### config.mk
export PLATFORM = sky130hd
export DESIGN_NAME = mini_afu
export DESIGN_NICKNAME = d
export VERILOG_FILES = /design/src/source/afu_bus_pkg.sv /design/src/source/afu_regs_pkg.sv /design/src/source/cu_read_engine.sv /design/src/source/command_buffer.sv /design/src/source/response_control.sv /design/src/source/mmio_regs.sv /design/src/source/mini_afu.sv
export SDC_FILE = /design/constraint.sdc
export NUM_CORES = 2
export LEC_CHECK = 0
export BUFFER_PORTS_ARGS = -buffer_cell sky130_fd_sc_hd__clkbuf_2
export CORE_MARGIN = 4
export CORE_UTILIZATION = 35
export DETAILED_ROUTE_END_ITERATION = 8
export GPL_TIMING_DRIVEN = 0
export SYNTH_ARGS = -nofsm -noshare
export SYNTH_HDL_FRONTEND = slang
export SYNTH_HIERARCHICAL = 1
export SYNTH_SLANG_ARGS = --single-unit
### constraint.sdc
create_clock -name clock -period 8 [get_ports clock]
set_clock_uncertainty 0.15 [all_clocks]
set_input_delay 0.8 -clock clock [delete_from_list [all_inputs] [get_ports clock]]
set_output_delay 0.8 -clock clock [all_outputs]
set_load 0.005 [all_outputs]
### src/source/afu_bus_pkg.sv
// memory-side bus formats shared by the producer, buffer and consumer
// a command is a cache-line address plus a tag, with reads only
// a response word is 72 bits, and its kind says which view is valid
// both views keep the tag in the top byte

package afu_bus_pkg;

  // widths
  localparam int tag_width          = 8;
  localparam int line_address_width = 56;
  localparam int payload_width      = 64;
  localparam int fault_code_width   = 8;

  // one stored command, address above tag
  localparam int command_word_width = line_address_width + tag_width;

  // what a returning response carries
  typedef enum logic {
    response_data  = 1'b0,
    response_fault = 1'b1
  } response_kind_t;

  // data response, the read payload
  typedef struct packed {
    logic [tag_width-1:0]     tag;
    logic [payload_width-1:0] payload;
  } response_data_view_t;

  // fault response, code and faulting line address
  typedef struct packed {
    logic [tag_width-1:0]          tag;
    logic [fault_code_width-1:0]   fault_code;
    logic [line_address_width-1:0] fault_address;
  } response_fault_view_t;

  // same 72 bits, two decodes
  typedef union packed {
    response_data_view_t  data_view;
    response_fault_view_t fault_view;
  } response_word_u;

endpackage

### src/source/afu_regs_pkg.sv
// host-visible register map, one 64-bit word per index
// control is write-only and reads back as zero

package afu_regs_pkg;

  localparam int reg_address_width = 3;

  // word indices
  localparam logic [reg_address_width-1:0] reg_base_address = 3'd0;
  localparam logic [reg_address_width-1:0] reg_line_count   = 3'd1;
  localparam logic [reg_address_width-1:0] reg_control      = 3'd2;
  localparam logic [reg_address_width-1:0] reg_status       = 3'd3;
  localparam logic [reg_address_width-1:0] reg_result       = 3'd4;
  localparam logic [reg_address_width-1:0] reg_fault_count  = 3'd5;

  // control bits
  localparam int control_start_bit = 0;

  // status bits, last fault code is a byte from bit 8
  localparam int status_running_bit    = 0;
  localparam int status_done_bit       = 1;
  localparam int status_last_fault_lsb = 8;

endpackage

### src/source/cu_read_engine.sv
// read command producer, one command per line of the job
// base and count are sampled at job_start, later writes do not affect
// a running job; a count of zero produces no commands
// tag is the low byte of the line index

`timescale 1ns/1ns

module cu_read_engine import afu_bus_pkg::*; (
  input  logic                          clock,
  input  logic                          reset,
  input  logic                          job_start,
  input  logic [line_address_width-1:0] base_address,
  input  logic [31:0]                   line_count,
  input  logic                          buffer_full,
  output logic                          push,
  output logic [line_address_width-1:0] push_address,
  output logic [tag_width-1:0]          push_tag
);

  logic                          active;
  logic [line_address_width-1:0] base_q;
  logic [31:0]                   count_q;
  logic [31:0]                   line_index;
  logic                          last_line;

  ////////////////////////////////////////
  // line walk
  ////////////////////////////////////////

  assign last_line = (line_index == count_q - 32'd1);

  always_ff @(posedge clock) begin
    if (reset) begin
      active     <= 1'b0;
      line_index <= '0;
    end else if (job_start) begin
      active     <= (line_count != 32'd0);
      line_index <= '0;
    end else if (push) begin
      line_index <= line_index + 32'd1;
      if (last_line) begin
        active <= 1'b0;
      end
    end
  end

  // job parameters held for the whole walk
  always_ff @(posedge clock) begin
    if (job_start) begin
      base_q  <= base_address;
      count_q <= line_count;
    end
  end

  ////////////////////////////////////////
  // command out
  ////////////////////////////////////////

  // stall while the buffer reports full
  assign push         = active && !buffer_full;
  assign push_address = base_q + line_address_width'(line_index);
  assign push_tag     = line_index[tag_width-1:0];

  // never pushes past the last line of the job
  push_within_job: assert property (
    @(posedge clock) disable iff (reset) push |-> line_index < count_q
  );

endmodule

### src/source/command_buffer.sv
// command FIFO with credit-limited issue to the memory side
// command_depth must be a power of two so the pointers wrap freely
// max_credits must not exceed 2**tag_width, keeping live tags unique
// every response_valid returns exactly one credit

`timescale 1ns/1ns

module command_buffer import afu_bus_pkg::*; #(
  parameter int command_depth = 8,
  parameter int max_credits   = 4
) (
  input  logic                          clock,
  input  logic                          reset,
  input  logic                          push,
  input  logic [line_address_width-1:0] push_address,
  input  logic [tag_width-1:0]          push_tag,
  input  logic                          response_valid,
  output logic                          buffer_full,
  output logic                          command_valid,
  output logic [line_address_width-1:0] command_address,
  output logic [tag_width-1:0]          command_tag
);

  localparam int pointer_width = $clog2(command_depth);
  localparam int credit_width  = $clog2(max_credits + 1);

  logic [command_word_width-1:0] fifo_mem [command_depth];
  logic [pointer_width-1:0]      write_pointer;
  logic [pointer_width-1:0]      read_pointer;
  logic [pointer_width:0]        entry_count;
  logic [credit_width-1:0]       credits;
  logic                          issue;

  assign buffer_full = (entry_count == (pointer_width + 1)'(command_depth));

  // only entries already stored may issue, and only with a credit in hand
  assign issue = (entry_count != '0) && (credits != '0);

  ////////////////////////////////////////
  // storage
  ////////////////////////////////////////

  always_ff @(posedge clock) begin
    if (push) begin
      fifo_mem[write_pointer] <= {push_address, push_tag};
    end
  end

  always_ff @(posedge clock) begin
    if (reset) begin
      write_pointer <= '0;
      read_pointer  <= '0;
      entry_count   <= '0;
    end else begin
      if (push) begin
        write_pointer <= write_pointer + pointer_width'(1);
      end
      if (issue) begin
        read_pointer <= read_pointer + pointer_width'(1);
      end
      entry_count <= entry_count + (pointer_width + 1)'(push) - (pointer_width + 1)'(issue);
    end
  end

  ////////////////////////////////////////
  // issue and credits
  ////////////////////////////////////////

  // issue and credit return can land on the same edge
  always_ff @(posedge clock) begin
    if (reset) begin
      command_valid <= 1'b0;
      credits       <= credit_width'(max_credits);
    end else begin
      command_valid <= issue;
      credits       <= credits - credit_width'(issue) + credit_width'(response_valid);
    end
  end

  always_ff @(posedge clock) begin
    if (issue) begin
      {command_address, command_tag} <= fifo_mem[read_pointer];
    end
  end

  credits_in_range: assert property (
    @(posedge clock) disable iff (reset) credits <= credit_width'(max_credits)
  );

  // the producer must stall on full
  no_push_when_full: assert property (
    @(posedge clock) disable iff (reset) push |-> !buffer_full
  );

  // memory side must not answer a command it was never sent
  no_response_when_idle: assert property (
    @(posedge clock) disable iff (reset)
      response_valid |-> credits != credit_width'(max_credits)
  );

endmodule

### src/source/response_control.sv
// response consumer, sums data payloads and counts faults
// the job length is sampled at job_start
// a faulted line still counts toward completion and is not replayed
// job_done stays high until the next job_start

`timescale 1ns/1ns

module response_control import afu_bus_pkg::*; (
  input  logic                        clock,
  input  logic                        reset,
  input  logic                        job_start,
  input  logic [31:0]                 line_count,
  input  logic                        response_valid,
  input  response_kind_t              response_kind,
  input  response_word_u              response_word,
  output logic                        job_done,
  output logic [payload_width-1:0]    result_sum,
  output logic [31:0]                 fault_count,
  output logic [fault_code_width-1:0] last_fault_code
);

  logic [31:0] target_count;
  logic [31:0] response_count;
  logic        last_response;

  assign last_response = (response_count + 32'd1 == target_count);

  ////////////////////////////////////////
  // decode and accumulate
  ////////////////////////////////////////

  always_ff @(posedge clock) begin
    if (reset) begin
      job_done        <= 1'b0;
      result_sum      <= '0;
      fault_count     <= '0;
      last_fault_code <= '0;
      response_count  <= '0;
      target_count    <= '0;
    end else if (job_start) begin
      // an empty job is done right away
      job_done        <= (line_count == 32'd0);
      result_sum      <= '0;
      fault_count     <= '0;
      last_fault_code <= '0;
      response_count  <= '0;
      target_count    <= line_count;
    end else if (response_valid) begin
      response_count <= response_count + 32'd1;
      case (response_kind)
        response_data: begin
          // wraps at 64 bits
          result_sum <= result_sum + response_word.data_view.payload;
        end
        response_fault: begin
          fault_count     <= fault_count + 32'd1;
          last_fault_code <= response_word.fault_view.fault_code;
        end
      endcase
      if (last_response) begin
        job_done <= 1'b1;
      end
    end
  end

  // all commands of the job are answered once done is up
  no_response_after_done: assert property (
    @(posedge clock) disable iff (reset) job_done |-> !response_valid
  );

endmodule

### src/source/mmio_regs.sv
// host register file, 64-bit words at 3-bit indices
// a start write is dropped while a job runs
// read data follows the read strobe by one cycle
// unmapped indices and the control word read back as zero

`timescale 1ns/1ns

module mmio_regs import afu_bus_pkg::*, afu_regs_pkg::*; (
  input  logic                          clock,
  input  logic                          reset,
  input  logic                          mmio_write,
  input  logic                          mmio_read,
  input  logic [reg_address_width-1:0]  mmio_address,
  input  logic [63:0]                   mmio_write_data,
  input  logic                          job_done,
  input  logic [payload_width-1:0]      result_sum,
  input  logic [31:0]                   fault_count,
  input  logic [fault_code_width-1:0]   last_fault_code,
  output logic [63:0]                   mmio_read_data,
  output logic                          mmio_read_valid,
  output logic                          job_start,
  output logic [line_address_width-1:0] base_address,
  output logic [31:0]                   line_count
);

  logic        running;
  logic        job_done_q;
  logic        done_rise;
  logic        start_request;
  logic [63:0] status_word;
  logic [63:0] read_word;

  assign start_request = mmio_write && (mmio_address == reg_control) &&
                         mmio_write_data[control_start_bit] && !running;
  assign done_rise     = job_done && !job_done_q;

  ////////////////////////////////////////
  // config, start and running
  ////////////////////////////////////////

  always_ff @(posedge clock) begin
    if (reset) begin
      base_address <= '0;
      line_count   <= '0;
      job_start    <= 1'b0;
      running      <= 1'b0;
      job_done_q   <= 1'b0;
    end else begin
      if (mmio_write && mmio_address == reg_base_address) begin
        base_address <= mmio_write_data[line_address_width-1:0];
      end
      if (mmio_write && mmio_address == reg_line_count) begin
        line_count <= mmio_write_data[31:0];
      end
      job_start  <= start_request;
      job_done_q <= job_done;
      // old done is still high while the new job starts, so no false rise
      if (start_request) begin
        running <= 1'b1;
      end else if (done_rise) begin
        running <= 1'b0;
      end
    end
  end

  ////////////////////////////////////////
  // readback
  ////////////////////////////////////////

  always_comb begin
    status_word                                                   = '0;
    status_word[status_running_bit]                               = running;
    status_word[status_done_bit]                                  = job_done;
    status_word[status_last_fault_lsb +: fault_code_width]        = last_fault_code;
    case (mmio_address)
      reg_base_address: read_word = 64'(base_address);
      reg_line_count:   read_word = 64'(line_count);
      reg_status:       read_word = status_word;
      reg_result:       read_word = 64'(result_sum);
      reg_fault_count:  read_word = 64'(fault_count);
      default:          read_word = '0;
    endcase
  end

  always_ff @(posedge clock) begin
    if (reset) begin
      mmio_read_valid <= 1'b0;
    end else begin
      mmio_read_valid <= mmio_read;
    end
  end

  always_ff @(posedge clock) begin
    if (mmio_read) begin
      mmio_read_data <= read_word;
    end
  end

endmodule

### src/source/mini_afu.sv
// top level of the read accelerator
// host side is the MMIO strobes, memory side is command out and response in
// one synchronous reset covers every block

`timescale 1ns/1ns

module mini_afu import afu_bus_pkg::*, afu_regs_pkg::*; #(
  parameter int command_depth = 8,
  parameter int max_credits   = 4
) (
  input  logic                          clock,
  input  logic                          reset,
  input  logic                          mmio_write,
  input  logic                          mmio_read,
  input  logic [reg_address_width-1:0]  mmio_address,
  input  logic [63:0]                   mmio_write_data,
  output logic [63:0]                   mmio_read_data,
  output logic                          mmio_read_valid,
  output logic                          command_valid,
  output logic [line_address_width-1:0] command_address,
  output logic [tag_width-1:0]          command_tag,
  input  logic                          response_valid,
  input  response_kind_t                response_kind,
  input  response_word_u                response_word
);

  logic                          job_start;
  logic [line_address_width-1:0] base_address;
  logic [31:0]                   line_count;
  logic                          push;
  logic [line_address_width-1:0] push_address;
  logic [tag_width-1:0]          push_tag;
  logic                          buffer_full;
  logic                          job_done;
  logic [payload_width-1:0]      result_sum;
  logic [31:0]                   fault_count;
  logic [fault_code_width-1:0]   last_fault_code;

  ////////////////////////////////////////
  // host registers
  ////////////////////////////////////////

  mmio_regs mmio_regs_inst (
    .clock           (clock),
    .reset           (reset),
    .mmio_write      (mmio_write),
    .mmio_read       (mmio_read),
    .mmio_address    (mmio_address),
    .mmio_write_data (mmio_write_data),
    .job_done        (job_done),
    .result_sum      (result_sum),
    .fault_count     (fault_count),
    .last_fault_code (last_fault_code),
    .mmio_read_data  (mmio_read_data),
    .mmio_read_valid (mmio_read_valid),
    .job_start       (job_start),
    .base_address    (base_address),
    .line_count      (line_count)
  );

  ////////////////////////////////////////
  // command path
  ////////////////////////////////////////

  cu_read_engine cu_read_engine_inst (
    .clock        (clock),
    .reset        (reset),
    .job_start    (job_start),
    .base_address (base_address),
    .line_count   (line_count),
    .buffer_full  (buffer_full),
    .push         (push),
    .push_address (push_address),
    .push_tag     (push_tag)
  );

  command_buffer #(
    .command_depth (command_depth),
    .max_credits   (max_credits)
  ) command_buffer_inst (
    .clock           (clock),
    .reset           (reset),
    .push            (push),
    .push_address    (push_address),
    .push_tag        (push_tag),
    .response_valid  (response_valid),
    .buffer_full     (buffer_full),
    .command_valid   (command_valid),
    .command_address (command_address),
    .command_tag     (command_tag)
  );

  ////////////////////////////////////////
  // response path
  ////////////////////////////////////////

  response_control response_control_inst (
    .clock           (clock),
    .reset           (reset),
    .job_start       (job_start),
    .line_count      (line_count),
    .response_valid  (response_valid),
    .response_kind   (response_kind),
    .response_word   (response_word),
    .job_done        (job_done),
    .result_sum      (result_sum),
    .fault_count     (fault_count),
    .last_fault_code (last_fault_code)
  );

endmodule

---- After elaboration in Yosys (flattened, before gate mapping) ----
Memories as Yosys holds them, arrays and structs flattened. A register that Yosys moved wholly into a read port is not among the register bits.
Cells that the tools add are included.
word-level totals
  register bits ........................... 460
  output and inout port bits .............. 130
  input port bits ......................... 145
  RAM bits ................................ 512
  memories ................................ 1
operators by class
  reductions and logical operators ........ 26
  add/subtract/negate cells ............... 12
  bitwise gates (word level) .............. 1
  mux-type cells .......................... 11
  eq/ne operators ......................... 8
memory list
  name                          depth  bits a word  read ports  clocked after Yosys merged registers in  wr ports  line                  text
  command_buffer_inst.fifo_mem  8      64           1           1                                        1         command_buffer.sv:27  logic [command_word_width-1:0] fifo_mem [command_depth];
operators by type and width
  cell                     number
  $pmux W64 S5             1
  $add A32 B1 Y32 const B  3
  $add A64 B64 Y64         1
  $eq A32 B32 Y1           2
  $add A56 B32 Y56         1
  $logic_not A32 Y1        1
  $reduce_bool A32 Y1      1
  $sub A32 B1 Y32 const B  1
  $mux W1                  10
  $reduce_bool A2 Y1       5
  $logic_and A1 B1 Y1      8
  $reduce_and A2 Y1        4
  $add A3 B1 Y3 const B    2
  $eq A3 B2 Y1 const B     2
  $eq A3 B3 Y1 const B     2
  $add A4 B1 Y4            1
  $eq A4 B4 Y1 const B     1
  $reduce_bool A4 Y1       1
  $sub A4 B1 Y4            1
  $add A3 B1 Y3            1
  $eq A3 B1 Y1 const B     1
  $logic_not A1 Y1         3
  $logic_not A3 Y1         1
  $reduce_bool A3 Y1       1
  other kinds (3)          3

---- Logic depth before layout (Yosys ltp) ----
  depth in word-level cells ............... 5
  depth in mapped cells ................... 13
  mapped depth without buffers ............ 13

---- Hierarchy ----
Netlist, hierarchy kept.
by module, submodules not included
  module            cells an instance  area an instance (um^2)  instances  sequential area each (um^2)
  command_buffer    893                21896.0                  1          17576.9
  response_control  1367               10792.9                  1          3383.2
  cu_read_engine    753                7639.8                   1          3303.2
  mmio_regs         606                6548.8                   1          3763.6

---- Least setup slack after synthesis ----
OpenSTA, ideal clock, no wires.
  path type ............................... flip-flop to flip-flop
  from .................................... register command_buffer_inst.entry_count[2]
  to ...................................... memory command_buffer_inst/fifo_mem[4][0] in the netlist's numbering (enable)
  stages on the path, launching flop included .. 8
  data required time ...................... 7.285 ns
  library setup time ...................... 0.565 ns
  path slack .............................. 1.611 ns
  buffers on the path ..................... 1
  data arrival time ....................... 5.674 ns
  cell sequence ........................... dfxtp_1 > inv_1 > ha_1 > nor3b_1 > nor2b_1 > clkbuf_1 > nand2_1 > nor3_1
between the ends
  longest elaborated chain between the ends .. 5
ends and longest elaborated chain
  element                        line                  text
  start: declaration             command_buffer.sv:30  logic [pointer_width:0] entry_count;
  start signal: assignment       command_buffer.sv:61  entry_count <= entry_count + (pointer_width + 1)'(push) - (pointer_width + 1)'(issue);
  $eq A4 B4 Y1                   command_buffer.sv:34  assign buffer_full = (entry_count == (pointer_width + 1)'(command_depth));
  via buffer_full                mini_afu.sv:33        logic buffer_full;
  $logic_not A1 Y1               cu_read_engine.sv:60  assign push = active && !buffer_full;
  $logic_and A1 B1 Y1            cu_read_engine.sv:60
  via push                       mini_afu.sv:30        logic push;
  $mux W1                        command_buffer.sv:44  if (push) begin
  $mux W1 (implied by the code)  command_buffer.sv:45  fifo_mem[write_pointer] <= {push_address, push_tag};
  end: declaration               command_buffer.sv:27
The timed path passes the listed nets, and every way through them passes these cells.

---- Worst setup path in the final report ----
  from .................................... register response_control_inst.result_sum[0]
  to ...................................... register response_control_inst.result_sum[58]
between the ends
  longest elaborated chain between the ends .. 1
ends and longest elaborated chain
  element                   line                    text
  start: declaration        response_control.sv:17  output logic [payload_width-1:0] result_sum,
  start signal: assignment  response_control.sv:53  result_sum <= result_sum + response_word.data_view.payload;
  $add A64 B64 Y64          response_control.sv:53
Every way passes these cells.
A chain may end at the register's enable or synchronous reset.

==> reports/qor.yml <==
status: "complete, no violations"
pwr-share-comb: 0.172
start_util: 0.352
via_per_inst: 5.26
die-height_microns: 374
cts_tree: "built"
fin_hold_ws_ns: 0.179
antenna_found_initial: 9
period_minus_slack_ns: 4.43
gp_congestion: 0.925
cts.htree.levels: 3
setup-violations-final: 0
worst_ep_arrival_time_ns: 4.86
power_frac_seq: 0.449
yosys_most_used_dff: "edfxtp_1"
vias: 30982
row_count: 134
hold_end: "mmio_regs_inst/line_count[31]"
hold_violations: 0
yosysUniqueCellTypes: 100
grt_setup_unrepaired: "no"
leakagePower_nw: 19.2
hold_start: "mmio_write_data[31]"
clock_path_buffers: 3
synth_top_area_cell: "edfxtp_1"
p_sw_frac: 0.261
reg2reg_from: "response_control_inst/result_sum[0]"
min_period_over_period: 0.554
setup-tns-final_ns: 0
die_x_microns: 374
path_clk_slew_ns: 0.06
postCtsResizedCells: 0
worstHoldPathType: "in -> reg"
dieArea_sq_um: 140000
top_layer: "met5"
drt_first_pass_iters: 5
portBuffers: 258
drc: 0
grt_max_degree: 74
grt_pass1_vias: 29874
layout-drive-gt1-share: 0.201
synth_area_leaders: "edfxtp_1, dfxtp_1, mux4_2"
syn_avg_cell_area_sq_um: 13.0
fp.coreArea_sq_um: 133000
rrSetupSlack_ns: 3.57
worstPathMaxFanout: 5
clk_latency_ns: 0.72
synth_most_common_cell: "edfxtp_1"
critPathLaunchType: "flip-flop"
io_pins: 275
clock_sinks: 1036
yosys_register_bits: 1036
worstPathRequired_ns: 8.42
reg2reg_to: "response_control_inst/result_sum[58]"
postRouteAntennaNets: 0
clkPwrFrac: 0.379
switchingPower_w: 0.00361
tightest_slew_ns: 0.978
ctsHoldBuffers: 0
yosys_warnings: 6
wl_mm: 132
yosysSeqAreaShare: 0.598
overflow: 0
drtIter0Drc: 2861
critical_path_class: "reg -> reg"
worst_setup_path_end_kind: "flip-flop"
wl_met1_mm: 58.3
synth_top_area_share: 0.466
max_freq_mhz: 226
layout.nets: 4280
ctsRootBufferMaster: "clkbuf_16"
grt_usage: 0.184
max_slew_margin: 0.343
cts_setup_buffers: 0
internal_power_w: 0.0102
post_drt_wl_per_cell_microns: 22.4
synth_edf_count: 728
ys_top_cells_by_count: "edfxtp_1, nand2_1, dfxtp_1"
ir_drop_mv: 0.207
routed-wl-met2_mm: 61.6
synth_fp_nets: 3875
syn_inst: 3619
post-dp-hpwl_mm: 98.0
finalMaxSlewViolations: 0
maxCapViolations: 0
power_density_nw_per_um2: 253
synth_area_sq_um: 46900
whs_path_depth: 3
syn2layout_area_growth_pct: 17.0
reg2reg_depth: 13
cts_buffers: 110
grt_pass1_wl_mm: 196
ys_async_sr_fraction: 0
wl_met3_mm: 8.13
[worst max-delay path by stage]
stage                                                   start  cells past startpoint  slack, ns                                   end
after global placement     command_buffer_inst/entry_count[2]                      7      -3.58   command_buffer_inst/fifo_mem[4][47]
after global routing      response_control_inst/result_sum[0]                     13       3.45  response_control_inst/result_sum[58]
final                     response_control_inst/result_sum[0]                     13       3.57  response_control_inst/result_sum[58]
after CTS                 response_control_inst/result_sum[0]                     13       3.62  response_control_inst/result_sum[58]
after floorplan            command_buffer_inst/entry_count[2]                      7       1.61    command_buffer_inst/fifo_mem[4][0]
after detailed placement                     response_word[0]                     14       2.98  response_control_inst/result_sum[58]
[logic make-up after synthesis]
kind of cell | count (synthesis) | share of synthesized area
buffers and inverters | 242 | 0.0256
adder cells (fa/ha/maj) | 111 | 0.0303
XOR/XNOR | 291 | 0.0544
AO/OA/AOI/OAI | 603 | 0.0814
multiplexers | 271 | 0.100
flip-flops | 1036 | 0.598
AND/OR/NAND/NOR | 1065 | 0.110
[flip-flops by register name (all words and copies together), names as in the netlist, 4 cells and up]
register and flops:
command_buffer_inst/command_tag 8, cu_read_engine_inst/base_q 56, response_control_inst/target_count 32, cu_read_engine_inst/line_index 32
response_control_inst/last_fault_code 8, command_buffer_inst/command_address 56, cu_read_engine_inst/count_q 32, mmio_regs_inst/mmio_read_data 64
command_buffer_inst/fifo_mem 512, response_control_inst/result_sum 64, response_control_inst/fault_count 32, response_control_inst/response_count 32
mmio_regs_inst/base_address 56, mmio_regs_inst/line_count 32, command_buffer_inst/entry_count 4
[layer usage]
metal | vias to the layer above | track usage
met1 | 15345 | 0.257
met3 | 203 | 0.0267
li1 | 14363 | -
met5 | - | 0
met4 | 2 | 0.0570
met2 | 1069 | 0.296
[through the flow]
stage	power [W]	instance area, sq um	utilization	std cells	setup WS, ns
detailed placement	0.00877	51100	0.383	5680	2.98
finish	0.0139	54900	0.412	5890	3.57
CTS	0.0140	54800	0.411	5886	3.62
floorplan	0.00786	46900	-	3619	1.61
global route	0.0145	54900	0.412	5887	3.45
global placement	0.00875	50400	0.378	5645	-3.58
[critical path, cell delays in order (launching register included)]
cell and delay, ns:
dfxtp_1 0.32, ha_1 0.23, fa_1 0.42, a21o_1 0.23, a31o_2 0.26, a21oi_1 0.52
nor3_1 0.15, nor3_1 0.67, o21ai_2 0.16, a21oi_1 0.44, o21ba_2 0.30, o211ai_2 0.10
xor2_1 0.16, a22o_1 0.19
[final cells by class]
class / instances / area [sq um]
Fill cell: 12336 / 78400
Buffer: 197 / 1030
Antenna cell: 4 / 10.0
Sequential cell: 1036 / 28000
Multi-Input combinational cell: 2341 / 17700
Tap cell: 1768 / 2210
Inverter: 45 / 171
Clock inverter: 66 / 807
Clock buffer: 140 / 2970
Timing Repair Buffer: 293 / 1920
[cells in the final DEF, fill, tap and decap left out, drive strengths merged, types with 84 or more instances in the layout]
cell,count
xor2,146
mux4,150
edfxtp,728
dfxtp,308
nand3,84
ha,107
nor2,231
buf,126
a21oi,272
clkbuf,504
nand2,418
xnor2,145
[power by group through the flow]
stage / Clock [W] / Sequential [W] / Combinational (W)
2_1_floorplan: 0 / 0.00631 / 0.00155
3_3_place_gp: 0 / 0.00638 / 0.00237
3_5_place_dp: 0 / 0.00636 / 0.00242
4_1_cts: 0.00536 / 0.00624 / 0.00244
5_1_grt: 0.00561 / 0.00625 / 0.00260
6_report: 0.00525 / 0.00623 / 0.00238
Note: power is estimated with default switching activity, not from simulation.
